--- src/rtl/axi_dwc_pkg.sv ---
`default_nettype none

//////////////////////////////////////////////////
// AXI bus field widths shared by both ports
//////////////////////////////////////////////////

package axi_dwc_pkg;

	// Transaction ID width on both the master and the slave side
	localparam int ID_W = 4;

	// Byte address width
	localparam int ADDR_W = 32;

	// AxLEN field width, a burst carries AxLEN + 1 beats
	localparam int LEN_W = 8;

	// B channel user sideband width
	localparam int USER_W = 2;

	//////////////////////////////////////////////////
	// Write response codes
	//////////////////////////////////////////////////

	// The encoding grows with severity, so the numerically highest code
	// is also the worst one when several responses are merged
	typedef enum logic [1:0] {
		OKAY   = 2'd0,
		EXOKAY = 2'd1,
		SLVERR = 2'd2,
		DECERR = 2'd3
	} axi_resp_t;

endpackage

`default_nettype wire
--- src/rtl/dwc_cmd_pkg.sv ---
`default_nettype none

package dwc_cmd_pkg;

	import axi_dwc_pkg::*;

	//////////////////////////////////////////////////
	// Up-conversion limits
	//////////////////////////////////////////////////

	// Two 32-bit master beats pack into one 64-bit slave beat
	localparam int UP_RATIO = 2;

	// Longest burst issued on the slave port
	localparam int SLAVE_MAX_BEATS = 16;

	// Bytes moved by one slave beat
	localparam int WIDE_BYTES = 8;

	// Address step between consecutive slave bursts of one split
	localparam int BURST_STRIDE = SLAVE_MAX_BEATS * WIDE_BYTES;

	// Command FIFO sizing, one record per outstanding master burst
	localparam int CMD_FIFO_DEPTH = 4;
	localparam int CMD_PTR_W = $clog2(CMD_FIFO_DEPTH);
	localparam int CMD_CNT_W = $clog2(CMD_FIFO_DEPTH + 1);

	// A 256-beat master burst gives 128 wide beats, that is 8 slave bursts
	localparam int SPLIT_W = 3;

	//////////////////////////////////////////////////
	// Command record
	//////////////////////////////////////////////////

	// One record per master burst, split_cnt is the slave burst count minus one
	// and so also the number of slave responses to absorb
	typedef struct packed {
		logic [ID_W-1:0]    id;
		logic [SPLIT_W-1:0] split_cnt;
	} b_cmd_t;

endpackage

`default_nettype wire

--- src/rtl/axi_b_if.sv ---
`timescale 1ns/1ps
`default_nettype none

// Write response channel
interface axi_b_if
	import axi_dwc_pkg::*;
();

	logic [ID_W-1:0]   bid;
	axi_resp_t         bresp;
	logic [USER_W-1:0] buser;
	logic              bvalid;
	logic              bready;

	// Side that returns responses
	modport src (
		output bid,
		output bresp,
		output buser,
		output bvalid,
		input  bready
	);

	// Side that takes responses
	modport dst (
		input  bid,
		input  bresp,
		input  buser,
		input  bvalid,
		output bready
	);

endinterface

`default_nettype wire

--- src/rtl/axi_aw_if.sv ---
`timescale 1ns/1ps
`default_nettype none

// Write address channel, only the fields this converter looks at
interface axi_aw_if
	import axi_dwc_pkg::*;
();

	logic [ID_W-1:0]   awid;
	logic [ADDR_W-1:0] awaddr;
	logic [LEN_W-1:0]  awlen;
	logic              awvalid;
	logic              awready;

	// Side that issues addresses
	modport src (
		output awid,
		output awaddr,
		output awlen,
		output awvalid,
		input  awready
	);

	// Side that accepts addresses
	modport dst (
		input  awid,
		input  awaddr,
		input  awlen,
		input  awvalid,
		output awready
	);

endinterface

`default_nettype wire

--- src/rtl/dwc_write_resp_top.sv ---
`timescale 1ns/1ps
`default_nettype none

module dwc_write_resp_top
	import axi_dwc_pkg::*;
	import dwc_cmd_pkg::*;
(
	input  logic              aclk,
	input  logic              reset,

	// Master write address, 32-bit side
	input  logic [ID_W-1:0]   m_awid,
	input  logic [ADDR_W-1:0] m_awaddr,
	input  logic [LEN_W-1:0]  m_awlen,
	input  logic              m_awvalid,
	output logic              m_awready,

	// Slave write address, 64-bit side
	output logic [ID_W-1:0]   s_awid,
	output logic [ADDR_W-1:0] s_awaddr,
	output logic [LEN_W-1:0]  s_awlen,
	output logic              s_awvalid,
	input  logic              s_awready,

	// Slave write response
	input  logic [ID_W-1:0]   s_bid,
	input  axi_resp_t         s_bresp,
	input  logic [USER_W-1:0] s_buser,
	input  logic              s_bvalid,
	output logic              s_bready,

	// Master write response
	output logic [ID_W-1:0]   m_bid,
	output axi_resp_t         m_bresp,
	output logic [USER_W-1:0] m_buser,
	output logic              m_bvalid,
	input  logic              m_bready
);

	axi_aw_if m_aw_bus ();
	axi_aw_if s_aw_bus ();
	axi_b_if  s_b_bus ();
	axi_b_if  m_b_bus ();

	// Command path from splitter through the FIFO to the response controller
	logic   cmd_push;
	b_cmd_t cmd_data;
	logic   cmd_full;
	logic   cmd_pop;
	b_cmd_t cmd_head;
	logic   cmd_empty;

	//////////////////////////////////////////////////
	// Port to bus mapping
	//////////////////////////////////////////////////

	assign m_aw_bus.awid    = m_awid;
	assign m_aw_bus.awaddr  = m_awaddr;
	assign m_aw_bus.awlen   = m_awlen;
	assign m_aw_bus.awvalid = m_awvalid;
	assign m_awready        = m_aw_bus.awready;

	assign s_awid           = s_aw_bus.awid;
	assign s_awaddr         = s_aw_bus.awaddr;
	assign s_awlen          = s_aw_bus.awlen;
	assign s_awvalid        = s_aw_bus.awvalid;
	assign s_aw_bus.awready = s_awready;

	assign s_b_bus.bid      = s_bid;
	assign s_b_bus.bresp    = s_bresp;
	assign s_b_bus.buser    = s_buser;
	assign s_b_bus.bvalid   = s_bvalid;
	assign s_bready         = s_b_bus.bready;

	assign m_bid            = m_b_bus.bid;
	assign m_bresp          = m_b_bus.bresp;
	assign m_buser          = m_b_bus.buser;
	assign m_bvalid         = m_b_bus.bvalid;
	assign m_b_bus.bready   = m_bready;

	dwc_aw_splitter splitter_inst (
		.aclk     (aclk),
		.reset    (reset),
		.m_aw     (m_aw_bus.dst),
		.s_aw     (s_aw_bus.src),
		.cmd_push (cmd_push),
		.cmd_data (cmd_data),
		.cmd_full (cmd_full)
	);

	dwc_cmd_fifo cmd_fifo_inst (
		.aclk      (aclk),
		.reset     (reset),
		.cmd_push  (cmd_push),
		.cmd_data  (cmd_data),
		.cmd_pop   (cmd_pop),
		.cmd_head  (cmd_head),
		.cmd_full  (cmd_full),
		.cmd_empty (cmd_empty)
	);

	dwc_bresp_ctrl bresp_ctrl_inst (
		.aclk      (aclk),
		.reset     (reset),
		.s_b       (s_b_bus.dst),
		.m_b       (m_b_bus.src),
		.cmd_head  (cmd_head),
		.cmd_empty (cmd_empty),
		.cmd_pop   (cmd_pop)
	);

endmodule

`default_nettype wire

--- src/rtl/dwc_bresp_ctrl.sv ---
`timescale 1ns/1ps
`default_nettype none

module dwc_bresp_ctrl
	import axi_dwc_pkg::*;
	import dwc_cmd_pkg::*;
(
	input  logic   aclk,
	input  logic   reset,
	axi_b_if.dst   s_b,
	axi_b_if.src   m_b,
	input  b_cmd_t cmd_head,
	input  logic   cmd_empty,
	output logic   cmd_pop
);

	// Responses still to absorb for the head record, valid once head_loaded
	logic [SPLIT_W-1:0] absorb_left;
	logic               head_loaded;
	// Worst code seen so far among the absorbed responses
	axi_resp_t          worst_resp;

	logic [SPLIT_W-1:0] left_now;
	logic               absorbing;
	logic               final_phase;
	logic               s_hs;
	axi_resp_t          merged_resp;

	//////////////////////////////////////////////////
	// Head record tracking
	//////////////////////////////////////////////////

	// A fresh head record supplies the countdown directly
	// so the first response is taken without a bubble
	assign left_now = head_loaded ? absorb_left : cmd_head.split_cnt;

	// Intermediate slave responses are eaten here, the master never sees them
	assign absorbing   = !cmd_empty && (left_now != '0);
	assign final_phase = !cmd_empty && (left_now == '0);

	// Higher code wins
	assign merged_resp = (s_b.bresp > worst_resp) ? s_b.bresp : worst_resp;

	//////////////////////////////////////////////////
	// Channel steering
	//////////////////////////////////////////////////

	// Last response passes straight through, no register in the valid or ready path
	assign s_b.bready = absorbing || (final_phase && m_b.bready);
	assign m_b.bvalid = final_phase && s_b.bvalid;
	assign m_b.bid    = cmd_head.id;
	assign m_b.bresp  = merged_resp;
	// User bits come from the last slave response only
	assign m_b.buser  = s_b.buser;

	assign s_hs    = absorbing && s_b.bvalid;
	assign cmd_pop = m_b.bvalid && m_b.bready;

	always_ff @(posedge aclk) begin
		if (reset) begin
			head_loaded <= 1'b0;
			absorb_left <= '0;
			worst_resp  <= OKAY;
		end else if (cmd_pop) begin
			// Next record starts clean
			head_loaded <= 1'b0;
			worst_resp  <= OKAY;
		end else if (s_hs) begin
			head_loaded <= 1'b1;
			absorb_left <= left_now - 1'b1;
			worst_resp  <= merged_resp;
		end
	end

endmodule

`default_nettype wire

--- src/rtl/dwc_aw_splitter.sv ---
`timescale 1ns/1ps
`default_nettype none

module dwc_aw_splitter
	import axi_dwc_pkg::*;
	import dwc_cmd_pkg::*;
(
	input  logic   aclk,
	input  logic   reset,
	axi_aw_if.dst  m_aw,
	axi_aw_if.src  s_aw,
	output logic   cmd_push,
	output b_cmd_t cmd_data,
	input  logic   cmd_full
);

	typedef enum logic {
		SPLIT_IDLE,
		SPLIT_ISSUE
	} split_state_t;

	split_state_t state;

	// Burst being split, captured on the master handshake
	logic [ID_W-1:0]    cur_id;
	logic [ADDR_W-1:0]  base_addr;
	logic [SPLIT_W-1:0] burst_idx;
	logic [LEN_W-1:0]   beats_left;

	logic [LEN_W-1:0] wide_beats;
	logic             m_hs;
	logic             s_hs;
	logic             last_burst;

	//////////////////////////////////////////////////
	// Master side and command record
	//////////////////////////////////////////////////

	// Only take a new burst when idle and there is room for its record
	assign m_aw.awready = (state == SPLIT_IDLE) && !cmd_full;
	assign m_hs         = m_aw.awvalid && m_aw.awready;

	// Ceiling of (awlen + 1) / 2 equals awlen / 2 + 1
	assign wide_beats = LEN_W'(m_aw.awlen / UP_RATIO) + LEN_W'(1);

	// The record goes out on the handshake cycle itself
	assign cmd_push           = m_hs;
	assign cmd_data.id        = m_aw.awid;
	assign cmd_data.split_cnt = SPLIT_W'((wide_beats - LEN_W'(1)) / SLAVE_MAX_BEATS);

	//////////////////////////////////////////////////
	// Slave side
	//////////////////////////////////////////////////

	// The remainder fits in one burst, so this is the last of the split
	assign last_burst = (beats_left <= LEN_W'(SLAVE_MAX_BEATS));

	assign s_aw.awvalid = (state == SPLIT_ISSUE);
	assign s_aw.awid    = cur_id;
	// Each burst starts one full slave burst worth of bytes after the previous
	assign s_aw.awaddr  = base_addr + ADDR_W'(burst_idx) * ADDR_W'(BURST_STRIDE);
	assign s_aw.awlen   = last_burst ? beats_left - LEN_W'(1) : LEN_W'(SLAVE_MAX_BEATS - 1);
	assign s_hs         = s_aw.awvalid && s_aw.awready;

	// Sequencing
	always_ff @(posedge aclk) begin
		if (reset) begin
			state <= SPLIT_IDLE;
		end else begin
			case (state)
				SPLIT_IDLE: begin
					if (m_hs) begin
						state <= SPLIT_ISSUE;
					end
				end
				SPLIT_ISSUE: begin
					// Valid stays up between bursts, the payload moves on at the edge
					if (s_hs && last_burst) begin
						state <= SPLIT_IDLE;
					end
				end
				default: state <= SPLIT_IDLE;
			endcase
		end
	end

	// Burst payload, it only changes on a handshake so it is stable while valid
	always_ff @(posedge aclk) begin
		if (m_hs) begin
			cur_id     <= m_aw.awid;
			base_addr  <= m_aw.awaddr;
			beats_left <= wide_beats;
			burst_idx  <= '0;
		end else if (s_hs && !last_burst) begin
			beats_left <= beats_left - LEN_W'(SLAVE_MAX_BEATS);
			burst_idx  <= burst_idx + 1'b1;
		end
	end

endmodule

`default_nettype wire

--- src/rtl/dwc_cmd_fifo.sv ---
`timescale 1ns/1ps
`default_nettype none

module dwc_cmd_fifo
	import dwc_cmd_pkg::*;
(
	input  logic   aclk,
	input  logic   reset,
	input  logic   cmd_push,
	input  b_cmd_t cmd_data,
	input  logic   cmd_pop,
	output b_cmd_t cmd_head,
	output logic   cmd_full,
	output logic   cmd_empty
);

	// Record storage, written at wr_ptr and read at rd_ptr
	b_cmd_t mem [CMD_FIFO_DEPTH];

	logic [CMD_PTR_W-1:0] wr_ptr;
	logic [CMD_PTR_W-1:0] rd_ptr;
	logic [CMD_CNT_W-1:0] count;

	logic push_ok;
	logic pop_ok;

	// Requests against a full or empty buffer are dropped here
	assign push_ok = cmd_push && !cmd_full;
	assign pop_ok  = cmd_pop && !cmd_empty;

	assign cmd_full  = (count == CMD_CNT_W'(CMD_FIFO_DEPTH));
	assign cmd_empty = (count == '0);

	// First word fall through, so the head is visible the cycle after the push
	assign cmd_head = mem[rd_ptr];

	//////////////////////////////////////////////////
	// Pointers and occupancy
	//////////////////////////////////////////////////

	always_ff @(posedge aclk) begin
		if (reset) begin
			wr_ptr <= '0;
			rd_ptr <= '0;
			count  <= '0;
		end else begin
			if (push_ok) begin
				// Wrap explicitly so a depth that is not a power of two also works
				wr_ptr <= (wr_ptr == CMD_PTR_W'(CMD_FIFO_DEPTH - 1)) ? '0 : wr_ptr + 1'b1;
			end
			if (pop_ok) begin
				rd_ptr <= (rd_ptr == CMD_PTR_W'(CMD_FIFO_DEPTH - 1)) ? '0 : rd_ptr + 1'b1;
			end
			// Push and pop in the same cycle leave the count unchanged
			case ({push_ok, pop_ok})
				2'b10:   count <= count + 1'b1;
				2'b01:   count <= count - 1'b1;
				default: count <= count;
			endcase
		end
	end

	// Record array
	always_ff @(posedge aclk) begin
		if (push_ok) begin
			mem[wr_ptr] <= cmd_data;
		end
	end

endmodule

`default_nettype wire

--- config.mk ---
export PLATFORM = sky130hd
export DESIGN_NAME = dwc_write_resp_top
export DESIGN_NICKNAME = d
export VERILOG_FILES = /design/src/rtl/axi_dwc_pkg.sv /design/src/rtl/dwc_cmd_pkg.sv /design/src/rtl/axi_b_if.sv /design/src/rtl/axi_aw_if.sv /design/src/rtl/dwc_write_resp_top.sv /design/src/rtl/dwc_bresp_ctrl.sv /design/src/rtl/dwc_aw_splitter.sv /design/src/rtl/dwc_cmd_fifo.sv
export SDC_FILE = /design/constraint.sdc
export NUM_CORES = 1
export LEC_CHECK = 0
export BUFFER_PORTS_ARGS = -buffer_cell sky130_fd_sc_hd__buf_2
export CAP_MARGIN = 20
export CELL_PAD_IN_SITES_DETAIL_PLACEMENT = 1
export CELL_PAD_IN_SITES_GLOBAL_PLACEMENT = 2
export CORE_ASPECT_RATIO = 1.25
export CORE_MARGIN = 3
export CORE_UTILIZATION = 30
export CTS_BUF_LIST = sky130_fd_sc_hd__clkbuf_8
export DETAILED_ROUTE_END_ITERATION = 16
export PLACE_DENSITY = 0.85
export SLEW_MARGIN = 10
export SYNTH_ARGS = -nofsm -noshare
export SYNTH_HDL_FRONTEND = slang
export SYNTH_SLANG_ARGS = --single-unit
export TNS_END_PERCENT = 30
--- constraint.sdc ---
create_clock -name aclk -period 3.25 [get_ports aclk]
set_input_delay 0.1625 -clock aclk [delete_from_list [all_inputs] [get_ports aclk]]
set_output_delay 0.1625 -clock aclk [all_outputs]
set_load 0.01 [all_outputs]
### Yosys cells after proc, flatten, opt, wreduce, memory -nomap -nowiden

Memory sizes are Yosys's and may differ from the RTL's. A register that Yosys moved wholly into a read port is not among the register bits.
Cells that the tools add are included.

| storage, ports and cells | value |
|---|---|
| input bits | 58 |
| bits in registers | 61 |
| memories | 1 |
| word-level logic and storage cells | 71 |
| RAM bits | 28 |
| output and inout port bits | 56 |

| operators by class | value |
|---|---|
| muxes and demuxes | 15 |
| bitwise logic cells | 2 |
| equality and inequality tests | 5 |
| reduce and logical (&&, ||, !) cells | 24 |
| add/sub/neg operators | 11 |
| $lt $le $gt $ge | 2 |

Memory list:

| name | words | bits a word | rd ports | clocked after Yosys merged registers in | wr ports | RTL line | RTL |
|---|---|---|---|---|---|---|---|
| cmd_fifo_inst.mem | 4 | 7 | 1 | 1 | 1 | dwc_cmd_fifo.sv:18 | `b_cmd_t mem [CMD_FIFO_DEPTH];` |

Operator list:

| operator | count |
|---|---|
| 32-bit by 10-bit adder with 32-bit output | 1 |
| 8-bit two-way mux | 3 |
| 1-bit logical AND | 13 |
| 2-bit two-way mux | 5 |
| 7-bit by 1-bit adder with 8-bit output, second input constant | 1 |
| 8-bit by 5-bit <= comparator with 1-bit output, second input constant | 1 |
| 8-bit by 1-bit subtractor with 8-bit output, second input constant | 1 |
| 8-bit by 5-bit subtractor with 8-bit output, second input constant | 1 |
| 7-bit by 1-bit subtractor with 7-bit output, second input constant | 1 |
| 3-bit by 1-bit adder with 3-bit output, second input constant | 2 |
| 2-bit == test, second input constant | 3 |
| 3-bit logical NOT | 2 |
| 3-bit case mux with 2 select lines | 1 |
| 3-bit by 1-bit subtractor with 3-bit output, second input constant | 2 |
| 2-bit by 1-bit adder with 2-bit output, second input constant | 2 |
| 1-bit two-way mux | 4 |
| 2-bit nonzero test | 2 |
| 3-bit == test, second input constant | 1 |
| 1-bit logical NOT | 3 |
| 3-bit two-way mux | 1 |
| 3-bit nonzero test | 1 |
| 2-bit by 1-bit == test with 1-bit output, second input constant | 1 |
| 2-bit greater-than comparator | 1 |
| 1-bit NOT | 2 |
| other kinds (4) | 4 |

### Longest topological paths before layout

Gate-level depths: netlist of the first run.

| logic depth | value |
|---|---|
| word-level depth | 8 |
| depth in mapped cells | 14 |
| mapped depth without buffers | 13 |

### Cells and area by module

From an unflattened synthesis of the first run, not the netlist that was laid out.

| unflattened totals | value |
|---|---|
| cells, all modules | 381 |
| area, all modules | 4708.3 um^2 |

By module, submodules not included:

| module | instances | area each (um^2) | sequential area each (um^2) | cells each |
|---|---|---|---|---|
| dwc_aw_splitter | 1 | 2668.8 | 1401.3 | 232 |
| dwc_cmd_fifo | 1 | 1516.5 | 1021.0 | 89 |
| dwc_bresp_ctrl | 1 | 523.0 | 120.1 | 60 |

### Worst setup path after synthesis of the first run

OpenSTA, ideal clock, no wires.

| path | value |
|---|---|
| path type | register -> register |
| start point | reg with a tool-made name |
| end point | reg cmd_fifo_inst.count[2] |
| buffers on the path | 1 |
| required time | 3.179 ns |
| data arrival time | 3.218 ns |
| library setup time | 0.071 ns |
| path slack | -0.039 ns |
| cell stages (with the launch flop) | 15 |
| period minus slack after synthesis | 3.289 ns |
| cell sequence | dfxtp_1 buf_2 mux4_2 nor2b_1 a21oi_1 ha_1 ha_1 nand2_1 nor2_1 ha_1 inv_1 fa_1 xor2_1 or3_1 a21oi_1 |

RTL lines:

| item | RTL line | RTL |
|---|---|---|
| to (signal assigned) | dwc_cmd_fifo.sv:56 | `2'b10: count <= count + 1'b1;` |
| to (signal assigned) | dwc_cmd_fifo.sv:57 | `2'b01: count <= count - 1'b1;` |
| to (signal assigned) | dwc_cmd_fifo.sv:58 | `default: count <= count;` |
| to (decl) | dwc_cmd_fifo.sv:22 | `logic [CMD_CNT_W-1:0] count;` |

==> key figures, run 1 <==
Status
  – Status: finished, final reports clean

Timing
  – Max frequency: 0.3298 GHz
  – Max Slew Vio Count: 0
  – Final Hold Viols: 0
  – Worst slew pin tran: 0.7822 ns
  – Final period utilization: 0.9329
  – Final min period: 3.032 ns
  – # setup viols final: 0
  – Final setup skew: 0.01324 ns
  – Slew margin rel.: 0.4754
  – Unrepaired setup endpoints after global routing: no
  – Setup_tns: 0 ns

Finish
  – Area grow syn2layout: 27.13%
  – ANT cells: 0
  – Fraction of layout cells with a size suffix above 1: 0.3004
  – Fill count: 1,599
  – Fin nets: 570

Pwr
  – Leak: 2.210 nW
  – Pwr dens: 458.5 nW/um^2
  – Power, Total: 0.002597 W
  – Peak VDD IR: 0.0001745 V

Drt
  – Wire per inst: 15.64 um
  – Vias/cell: 4.711
  – Via Count: 3,175
  – Drt drc: 0
  – Final WL: 10,540 um
  – Routed Antenna Nets: 0
  – Drt first pass iters: 4
  – Initial DRC count: 133

Floorplanning
  – Die height: 142.3 um
  – Die width: 115 um
  – CORE AREA: 14,470 um^2
  – IO Pins: 114
  – Starting Density: 0.3079
  – Full die area: 16,360 um^2
  – Rows: 49

Synthesis
  – Synth Area in Simple Gates: 0.1325
  – Largest family of logic cells by synthesized area: simple AND/OR/NAND/NOR gates
  – Syn_nets: 434
  – Netlist cell types: 49
  – Synth Area in Compound Gates: 0.05701
  – Share of the synthesized area in the top cell type: 0.4853
  – Ys async rst share: 0
  – Post-synthesis xor/xnor area fraction: 0.07470
  – Area leader, netlist: edfxtp_1
  – Multiplexer share of the synthesized area: 0.05785
  – Top post-synthesis cells by area: edfxtp_1 49%, dfxtp_1 8.5%, ha_1 5.3%
  – Top cells by count, synth: 72 x edfxtp_1, 29 x nor2_1, 24 x inv_1
  – Gate Count Post-Synth: 355
  – EDFF count, synth: 72
  – Avg Cell Area, Syn: 12.55 um^2
  – Synth Warn #: 0
  – Post-synthesis sequential area ratio: 0.5706
  – Top FF cell, synth: edfxtp_1
  – Adder-cell share of the synthesized area: 0.06234
  – Cell area after synthesis: 4456 um^2
  – FF+latch count, synth: 91
  – Top-count cell post-synth: edfxtp_1

Clock network
  – Htree depth: 3
  – Clock latency on the worst-skew pair: 0.36 ns
  – Root buffer cell: clkbuf_8
  – Max clock buf depth: 2
  – Setup bufs post-CTS: 0
  – Inserted Clock Buffers: 9
  – CTS tree: built
  – Clk sinks: 91
  – Clock transition at path regs: 0.10 ns

Global routing
  – First-pass GRT wire length: 17,310 um
  – Global-route usage over all layers: 0.1335
  – Antenna violations before repair: 0
  – Grt ovf: 0
  – Largest net degree at the start of global routing: 50
  – Vias in the first global route: 3,503

Setup path
  – Setup crit start kind: flop
  – Critical path arrival: 3.32 ns
  – Worst-path fanout max: 2
  – Worst Setup End Kind: flop
  – Req. time, crit path: 3.54 ns
  – Kind of critical path: reg2reg

Hold path
  – Worst hold path class: in2reg

Job
  – Max_cap viols: 0

Placement
  – GPL Wtd Cong: 0.7796
  – HPWL Detailed: 7974 um
  – Port Buffers: 104
==> cells by family (layout without fill, tap and decap cells) <==
group | count (synthesis) | count (layout)
DFF | 91 | 91
adders and majority gates | 21 | 21
and+or+nand+nor | 109 | 109
xor gates and xnor gates | 38 | 38
muxes | 17 | 17
buffers and inverters | 42 | 183
AOI/OAI and AO/OA | 37 | 37
==> final timing paths <==
path / start / cells after the start / slack, ns / end
worst max-delay path: cmd_fifo_inst.mem[3][0] / 13 / 0.22 / cmd_fifo_inst.count[2]
worst min-delay path: m_awid[3] / 1 / 0.03 / splitter_inst.s_aw.awid[3]
worst max register to register: cmd_fifo_inst.mem[3][0] / 13 / 0.22 / cmd_fifo_inst.count[2]
worst min register to register: splitter_inst.burst_idx[2] / 1 / 0.48 / splitter_inst.burst_idx[2]
==> metrics by stage <==
| stage | hold WS [ns] | cell area [um^2] | cells | util | setup slack, ns |
|---|---|---|---|---|---|
| 6_report | 0.03272 | 5664 | 674 | 0.3915 | 0.2181 |
| 3_5_place_dp | 0.3251 | 5151 | 626 | 0.3560 | 0.1622 |
| 5_1_grt | 0.01560 | 5664 | 674 | 0.3915 | 0.03291 |
| 3_3_place_gp | 0.3251 | 5151 | 626 | 0.3560 | 0.3010 |
| 2_1_floorplan | 0.2346 | 4458 | 355 | - | 0.05908 |
| 4_1_cts | 0.004547 | 5662 | 674 | 0.3913 | 0.1467 |
==> cells in the final DEF, fill, tap and decap left out, drive strengths merged, types with 2 or more instances in the layout <==
cell type	count
nor2	29
and4	3
dfxtp	19
and3	2
inv	28
or4	2
edfxtp	72
nand2	20
mux4	7
nor2b	3
fa	2
mux2i	10
o21ai	10
and2	7
ha	19
o31ai	3
xnor2	17
xor2	21
nor4	3
a21oi	9
a211oi	4
nor3	17
nand3b	2
dlygate4sd3	32
clkinvlp	2
buf	111
clkbuf	9
a311oi	2
nand3	9
nor3b	3
nand4	5
or3	3
==> critical path, stage by stage (launching register included) <==
cell	delay [ns]
edfxtp_1	0.41
mux4_2	0.47
nor2b_1	0.15
a21oi_1	0.13
ha_1	0.16
ha_1	0.18
nand2_1	0.08
nor2_2	0.13
ha_1	0.21
inv_1	0.06
fa_1	0.39
xor2_1	0.16
or3_1	0.31
a21oi_1	0.15
==> flip-flops by register name, summed over array words and instances, names as in the netlist, named ones only <==
name                         cells
bresp_ctrl_inst.absorb_left      3
bresp_ctrl_inst.head_loaded      1
bresp_ctrl_inst.worst_resp       2
cmd_fifo_inst.count              3
cmd_fifo_inst.mem               28
cmd_fifo_inst.rd_ptr             2
cmd_fifo_inst.wr_ptr             2
splitter_inst.base_addr         32
splitter_inst.beats_left         8
splitter_inst.burst_idx          3
splitter_inst.s_aw.awid          4
splitter_inst.s_aw.awvalid       1
==> cell type report <==
class	instances	area [um^2]	share of cell area
Clock inverter	7	66.31	0.01171
Sequential cell	91	2545	0.4493
Multi-Input combinational cell	222	1723	0.3042
Tap cell	178	222.7	0.03932
Timing Repair Buffer	143	893.4	0.1577
Inverter	24	90.09	0.01590
Clock buffer	9	123.9	0.02187
==> routing by layer <==
metal	vias to the layer above	GRT usage	part of all wire
li1	1543	-	-
met1	1547	0.1547	0.40
met2	78	0.2506	0.54
met3	7	0.02467	0.046
met4	0	0.03337	0.0074
met5	-	0	0
==> repair_timing <==
| item | 4_1_cts | 5_1_grt |
|---|---|---|
| hold buffers | 32 | 0 |
| endpoints found under the setup margin | 0 | 1 |
| gates resized for setup | 0 | 2 |
| endpoints found under the hold margin | 32 | 0 |
==> report_power, final <==
part / leakage (nW) / switching, W / total [W] / internal, W
registers: 0.835 / 0.0000610 / 0.00141 / 0.00135
logic: 1.28 / 0.000240 / 0.000440 / 0.000200
clock network: 0.0918 / 0.000446 / 0.000744 / 0.000298
(Power assumes the default switching activity.)
==> inputs of run 2 (changes only) <==
--- a/config.mk
+++ b/config.mk
@@ -9,10 +9,11 @@
 export CAP_MARGIN = 20
 export CELL_PAD_IN_SITES_DETAIL_PLACEMENT = 1
 export CELL_PAD_IN_SITES_GLOBAL_PLACEMENT = 2
-export CORE_ASPECT_RATIO = 1.25
+export CORE_ASPECT_RATIO = 0.8
 export CORE_MARGIN = 3
 export CORE_UTILIZATION = 30
 export CTS_BUF_LIST = sky130_fd_sc_hd__clkbuf_8
+export CTS_CLUSTER_SIZE = 25
 export DETAILED_ROUTE_END_ITERATION = 16
 export PLACE_DENSITY = 0.85
 export SLEW_MARGIN = 10
==> run 2 against run 1 <==
Compared with the run above: total power rose by 1.3%; clock-buffer cell count did not move; register-to-register slack about the same; fmax grew 0.19%; cell count increased by 1.2%; sequential cell count unchanged; combinational power about the same; hold slack improved by 0.00080 ns; critical path type unchanged; largest power group unchanged; highest routed layer unchanged.
==> key figures, run 2 (synthesis results as in run 1) <==
Hold path
  – Hold worst-path end: splitter_inst.s_aw.awid[3]
  – Worst hold path depth: 1
  – Start point of the worst hold path: m_awid[3]
  – Worst hold path class: in2reg

Setup path
  – Worst-path fanout max: 7
  – R2r worst-path depth: 13
  – Worst Setup End Kind: flop
  – Setup crit start kind: flop
  – Worst R2R Setup Slack: 0.22 ns
  – Critical path arrival: 3.33 ns
  – R2R Path End: cmd_fifo_inst.count[2]
  – Req. time, crit path: 3.55 ns
  – Kind of critical path: reg2reg

Global routing
  – Antenna violations before repair: 0
  – Largest net degree at the start of global routing: 50
  – Vias in the first global route: 3,411
  – First-pass GRT wire length: 16,840 um
  – Global-route usage over all layers: 0.1313
  – Grt ovf: 0

Pwr
  – Peak VDD IR: 0.0001744 V
  – Pwr dens: 462.0 nW/um^2
  – Clock power frac: 0.295
  – Seq pwr share: 0.537
  – Logic pwr share: 0.168
  – Sw Ratio: 0.2728
  – Leak: 2.225 nW
  – P_sw: 0.0007175 W
  – Internal Power: 0.001913 W

Placement
  – HPWL Detailed: 7849 um
  – Port Buffers: 104
  – Dpl cells: 631
  – Placement Cell Area: 5151 um^2
  – GPL Wtd Cong: 0.7707

Finish
  – Fin nets: 571
  – Post-Layout Cell Count: 682
  – Max reg flops: 32
  – Area grow syn2layout: 27.80%
  – Footprint of the multi-input gates: 1723 um^2
  – Largest Register: splitter_inst.base_addr
  – Biggest regs: splitter_inst.base_addr: 32 flops, cmd_fifo_inst.mem: 28 flops, splitter_inst.beats_left: 8 flops
  – Fraction of layout cells with a size suffix above 1: 0.2958
  – Post-layout instance area: 5694 um^2
  – Fill count: 1,560
  – Commonest cells after routing, fill and taps aside: 104 x buf_2, 72 x edfxtp_1, 34 x dlygate4sd3_1
  – Commonest non-fill, non-tap cell in the layout: buf_2
  – Register area: 2544 um^2

Timing
  – Final min period: 3.026 ns
  – Max Slew Vio Count: 0
  – Worst slew pin tran: 0.9094 ns
  – Max frequency: 0.3304 GHz
  – Final Hold Viols: 0
  – Final setup skew: 0.005319 ns
  – Unrepaired setup endpoints after global routing: no
  – Final period utilization: 0.9311
  – Setup_tns: 0 ns
  – Slew margin rel.: 0.3896
  – # setup viols final: 0

Drt
  – Drt first pass iters: 6
  – Initial DRC count: 92
  – Vias/cell: 4.667
  – Routed Antenna Nets: 0
  – Wire per inst: 15.34 um
  – Final WL: 10,460 um
  – Drt drc: 0
  – Via Count: 3,183

Status
  – Status: finished, final reports clean

Clock network
  – Clock transition at path regs: 0.09 ns
  – CTS tree: built
  – Htree depth: 3
  – Clk sinks: 91
  – Root buffer cell: clkbuf_8
  – Setup bufs post-CTS: 0
  – Max clock buf depth: 2
  – Clock latency on the worst-skew pair: 0.36 ns
  – Inserted Clock Buffers: 9

Job
  – Max_cap viols: 0

Floorplanning
  – Starting Density: 0.3095
  – Die width: 142.3 um
  – Full die area: 16,360 um^2
  – Rows: 39
  – CORE AREA: 14,400 um^2
  – Die height: 115 um
  – IO Pins: 114
## run 2: timing repair
action	in CTS	in global routing
hold buffers	33	1
gates resized for setup	0	1
hold endpoints to repair	33	5
setup endpoints to repair	0	1
## run 2: power by group through the flow
stage / clock (W) / sequential (W) / combinational, W
2_1_floorplan: 0 / 0.00142 / 0.000262
5_1_grt: 0.000866 / 0.00143 / 0.000501
3_5_place_dp: 0 / 0.00144 / 0.000415
6_report: 0.000776 / 0.00141 / 0.000441
3_3_place_gp: 0 / 0.00144 / 0.000397
4_1_cts: 0.000818 / 0.00141 / 0.000449
## run 2: critical path: stages (launching register included)
cell,delay [ns]
dfxtp_1,0.55
mux4_2,0.35
nor2b_1,0.15
a21oi_1,0.14
ha_1,0.18
ha_1,0.16
nand2_1,0.06
nor2_2,0.11
ha_1,0.20
inv_1,0.07
fa_1,0.38
xor2_1,0.17
or3_1,0.31
a21oi_1,0.14
## run 2: cell type report
class,count,share of cell area
well taps,184,0.04043
flip-flops and latches,91,0.4467
diodes,1,0.0004395
multi-input cells,222,0.3026
repair buffers,144,0.1591
inverters,24,0.01582
clock buffers,9,0.02175
clock inverters,7,0.01318
## run 2: layer usage
metal	global-route usage	wire [um]	vias up
met5	0	0	-
met4	0.03517	102	0
met3	0.04574	579	10
met2	0.2232	5194	78
met1	0.1597	4585	1549
li1	-	-	1546
## run 2: stage by stage
step,hold WS [ns],utilization,worst slack (ns),total power (W)
after floorplan,0.2346,-,0.05908,0.001686
after global placement,0.3251,0.3578,0.3405,0.001832
after detailed placement,0.3251,0.3578,0.1950,0.001856
after CTS,0.0009673,0.3946,0.1606,0.002682
after global routing,0.01541,0.3954,0.02149,0.002793
final,0.03352,0.3956,0.2238,0.002631
## run 2: worst max path at each step
stage / endpoint / start / slack [ns]
finish: cmd_fifo_inst.count[2] / flop / 0.22
global route: cmd_fifo_inst.count[2] / flop / 0.02
CTS: cmd_fifo_inst.count[2] / flop / 0.16
detailed placement: cmd_fifo_inst.count[2] / flop / 0.20
global placement: cmd_fifo_inst.count[2] / flop / 0.34
floorplan: cmd_fifo_inst.count[2] / flop / 0.06
==> inputs of run 3 (changes only) <==
--- a/config.mk
+++ b/config.mk
@@ -16,6 +16,7 @@
 export CTS_CLUSTER_SIZE = 25
 export DETAILED_ROUTE_END_ITERATION = 16
 export PLACE_DENSITY = 0.85
+export REMOVE_ABC_BUFFERS = 1
 export SLEW_MARGIN = 10
 export SYNTH_ARGS = -nofsm -noshare
 export SYNTH_HDL_FRONTEND = slang
==> constraint.sdc (replaced) <==
create_clock -name aclk -period 2.5 [get_ports aclk]
set_input_delay 0.125 -clock aclk [delete_from_list [all_inputs] [get_ports aclk]]
set_output_delay 0.125 -clock aclk [all_outputs]
set_load 0.01 [all_outputs]
==> run 3 against run 2 <==
Compared with the run above: largest power group unchanged; clock-buffer cell count unchanged; die area unchanged; global-route usage up 0.75 points; sequential power up 30%; cell count up 2.8%; the run now ends with setup timing left; combinational power up 44%; first-iteration DRC count down 24%.
==> key figures, run 3 (synthesis results as in run 1) <==
Finish
  – Footprint of the multi-input gates: 1846 um^2
  – Commonest cells after routing, fill and taps aside: 103 x buf_2, 72 x edfxtp_1, 37 x dlygate4sd3_1
  – Fraction of layout cells with a size suffix above 1: 0.3656
  – Fill count: 1,557
  – Post-layout instance area: 6002 um^2
  – Fin nets: 591
  – ANT cells: 0
  – Largest Register: splitter_inst.base_addr
  – Area grow syn2layout: 34.71%
  – Commonest non-fill, non-tap cell in the layout: buf_2
  – Biggest regs: splitter_inst.base_addr: 32 flops, cmd_fifo_inst.mem: 28 flops, splitter_inst.beats_left: 8 flops
  – Register area: 2545 um^2
  – Max reg flops: 32

Setup path
  – Kind of critical path: reg2reg
  – Worst-path fanout max: 2
  – Worst Setup End Kind: flop
  – Setup crit start kind: flop
  – Req. time, crit path: 2.81 ns
  – Critical path arrival: 3.21 ns

Global routing
  – Antenna violations before repair: 1
  – First-pass GRT wire length: 17,640 um
  – Global-route usage over all layers: 0.1387
  – Largest net degree at the start of global routing: 37
  – Grt ovf: 0
  – Vias in the first global route: 3,427

Timing
  – Final worst slack: -0.4021 ns
  – Slew margin rel.: 0.4292
  – Unrepaired setup endpoints after global routing: yes
  – # setup viols final: 2
  – Worst hold slack: 0.09483 ns
  – Final period utilization: 1.161
  – Final min period: 2.902 ns
  – Final setup skew: 0.01166 ns
  – Final Hold Viols: 0
  – Max Slew Vio Count: 0
  – Worst slew pin tran: 0.8510 ns
  – Max frequency: 0.3446 GHz

Pwr
  – Internal Power: 0.002538 W
  – Peak VDD IR: 0.0002333 V
  – Leak: 2.383 nW
  – Clock power frac: 0.296
  – Sw Ratio: 0.2788
  – Power, Total: 0.003519 W
  – P_sw: 0.0009810 W
  – Pwr dens: 586.3 nW/um^2
  – Logic pwr share: 0.181
  – Seq pwr share: 0.523

Clock network
  – Clock latency on the worst-skew pair: 0.38 ns
  – Max clock buf depth: 2
  – CTS tree: built
  – Root buffer cell: clkbuf_8
  – Htree depth: 3
  – Clk sinks: 91
  – Clock transition at path regs: 0.10 ns
  – Inserted Clock Buffers: 9

Floorplanning
  – IO Pins: 114
  – Starting Density: 0.3095
  – Full die area: 16,360 um^2
  – Die width: 142.3 um
  – Rows: 39
  – CORE AREA: 14,400 um^2
  – Die height: 115 um

Drt
  – Wire per inst: 16.09 um
  – Drt first pass iters: 4
  – Final WL: 11,280 um
  – Initial DRC count: 70
  – Routed Antenna Nets: 0
  – Vias/cell: 4.641
  – Drt drc: 0
  – Via Count: 3,253

Placement
  – DP Worst Slack: -0.4556 ns
  – Port Buffers: 104
  – HPWL Detailed: 8129 um
  – GPL Wtd Cong: 0.8104
  – Placement Cell Area: 5224 um^2

Job
  – Max_cap viols: 0

Status
  – Violations in the final reports: setup timing
  – Status: finished with violations

Hold path
  – Worst hold path class: in2reg
==> run 3: changes by cell type in the layout (fill, tap and decap cells not counted), moves of 3 or more <==
cell	previous run	this run
a21oi_1	9	6
nor3_1	12	8
ha_2	0	3
buf_4	6	21
a21oi_2	0	3
ha_1	19	14
dlygate4sd3_1	34	37
==> run 3: critical path, stage by stage (launching register included) <==
cell and delay [ns]:
edfxtp_1 0.39, mux4_2 0.49, nor2b_4 0.15, a21oi_2 0.11, ha_2 0.21, ha_4 0.14, nand2_2 0.05, nor2_2 0.10
ha_2 0.20, inv_2 0.05, fa_2 0.33, xor2_1 0.15, or3_1 0.34, a21oi_2 0.14
==> run 3: layer usage <==
layer / global-route usage / up-vias / wire (um) / part of all wire
met5: 0 / - / 13 / 0.0012
met4: 0.04028 / 2 / 98 / 0.0087
met3: 0.04283 / 12 / 576 / 0.051
met2: 0.2326 / 83 / 5591 / 0.50
met1: 0.1736 / 1572 / 5000 / 0.44
li1: - / 1584 / - / -
==> run 3: final cells by class <==
type	count	share of cell area
sequential	91	0.4240
multi-input combinational	222	0.3075
timing repair buffer	164	0.1809
tap	184	0.03836
clock buffer	9	0.02064
inverter	24	0.01501
clock inverter	7	0.01355
==> run 3: power by group through the flow <==
stage	logic, W	registers, W	clock network (W)
after floorplan	0.000313	0.00186	0
after global placement	0.000526	0.00186	0
after detailed placement	0.000553	0.00187	0
after CTS	0.000620	0.00184	0.00109
after global routing	0.000713	0.00186	0.00115
final	0.000635	0.00184	0.00104
==> run 3: worst paths after layout <==
check / to / cells past startpoint / from / slack (ns)
worst max-delay path: cmd_fifo_inst.count[2] / 13 / cmd_fifo_inst.mem[3][0] / -0.40
worst min-delay path: bresp_ctrl_inst.worst_resp[0] / 3 / s_bresp[0] / 0.09
worst max register to register: cmd_fifo_inst.count[2] / 13 / cmd_fifo_inst.mem[3][0] / -0.40
worst min register to register: bresp_ctrl_inst.worst_resp[1] / 2 / bresp_ctrl_inst.worst_resp[1] / 0.51
==> run 3: what timing repair did <==
action | CTS | global route
setup endpoints to repair | 17 | 27
pin swaps | 4 | 8
gates resized for setup | 18 | 16
buffers inserted | 3 | 4
hold buffers | 37 | 0
endpoints found under the hold margin | 53 | 0
cloned | 0 | 1
==> run 3: stage by stage <==
stage	instances	TNS [ns]	util
after floorplan	337	-53.59	-
after global placement	641	-0.4345	0.3629
after detailed placement	641	-0.6532	0.3629
after CTS	697	-0.6701	0.4090
after global routing	701	-1.328	0.4169
final	701	-0.6121	0.4169
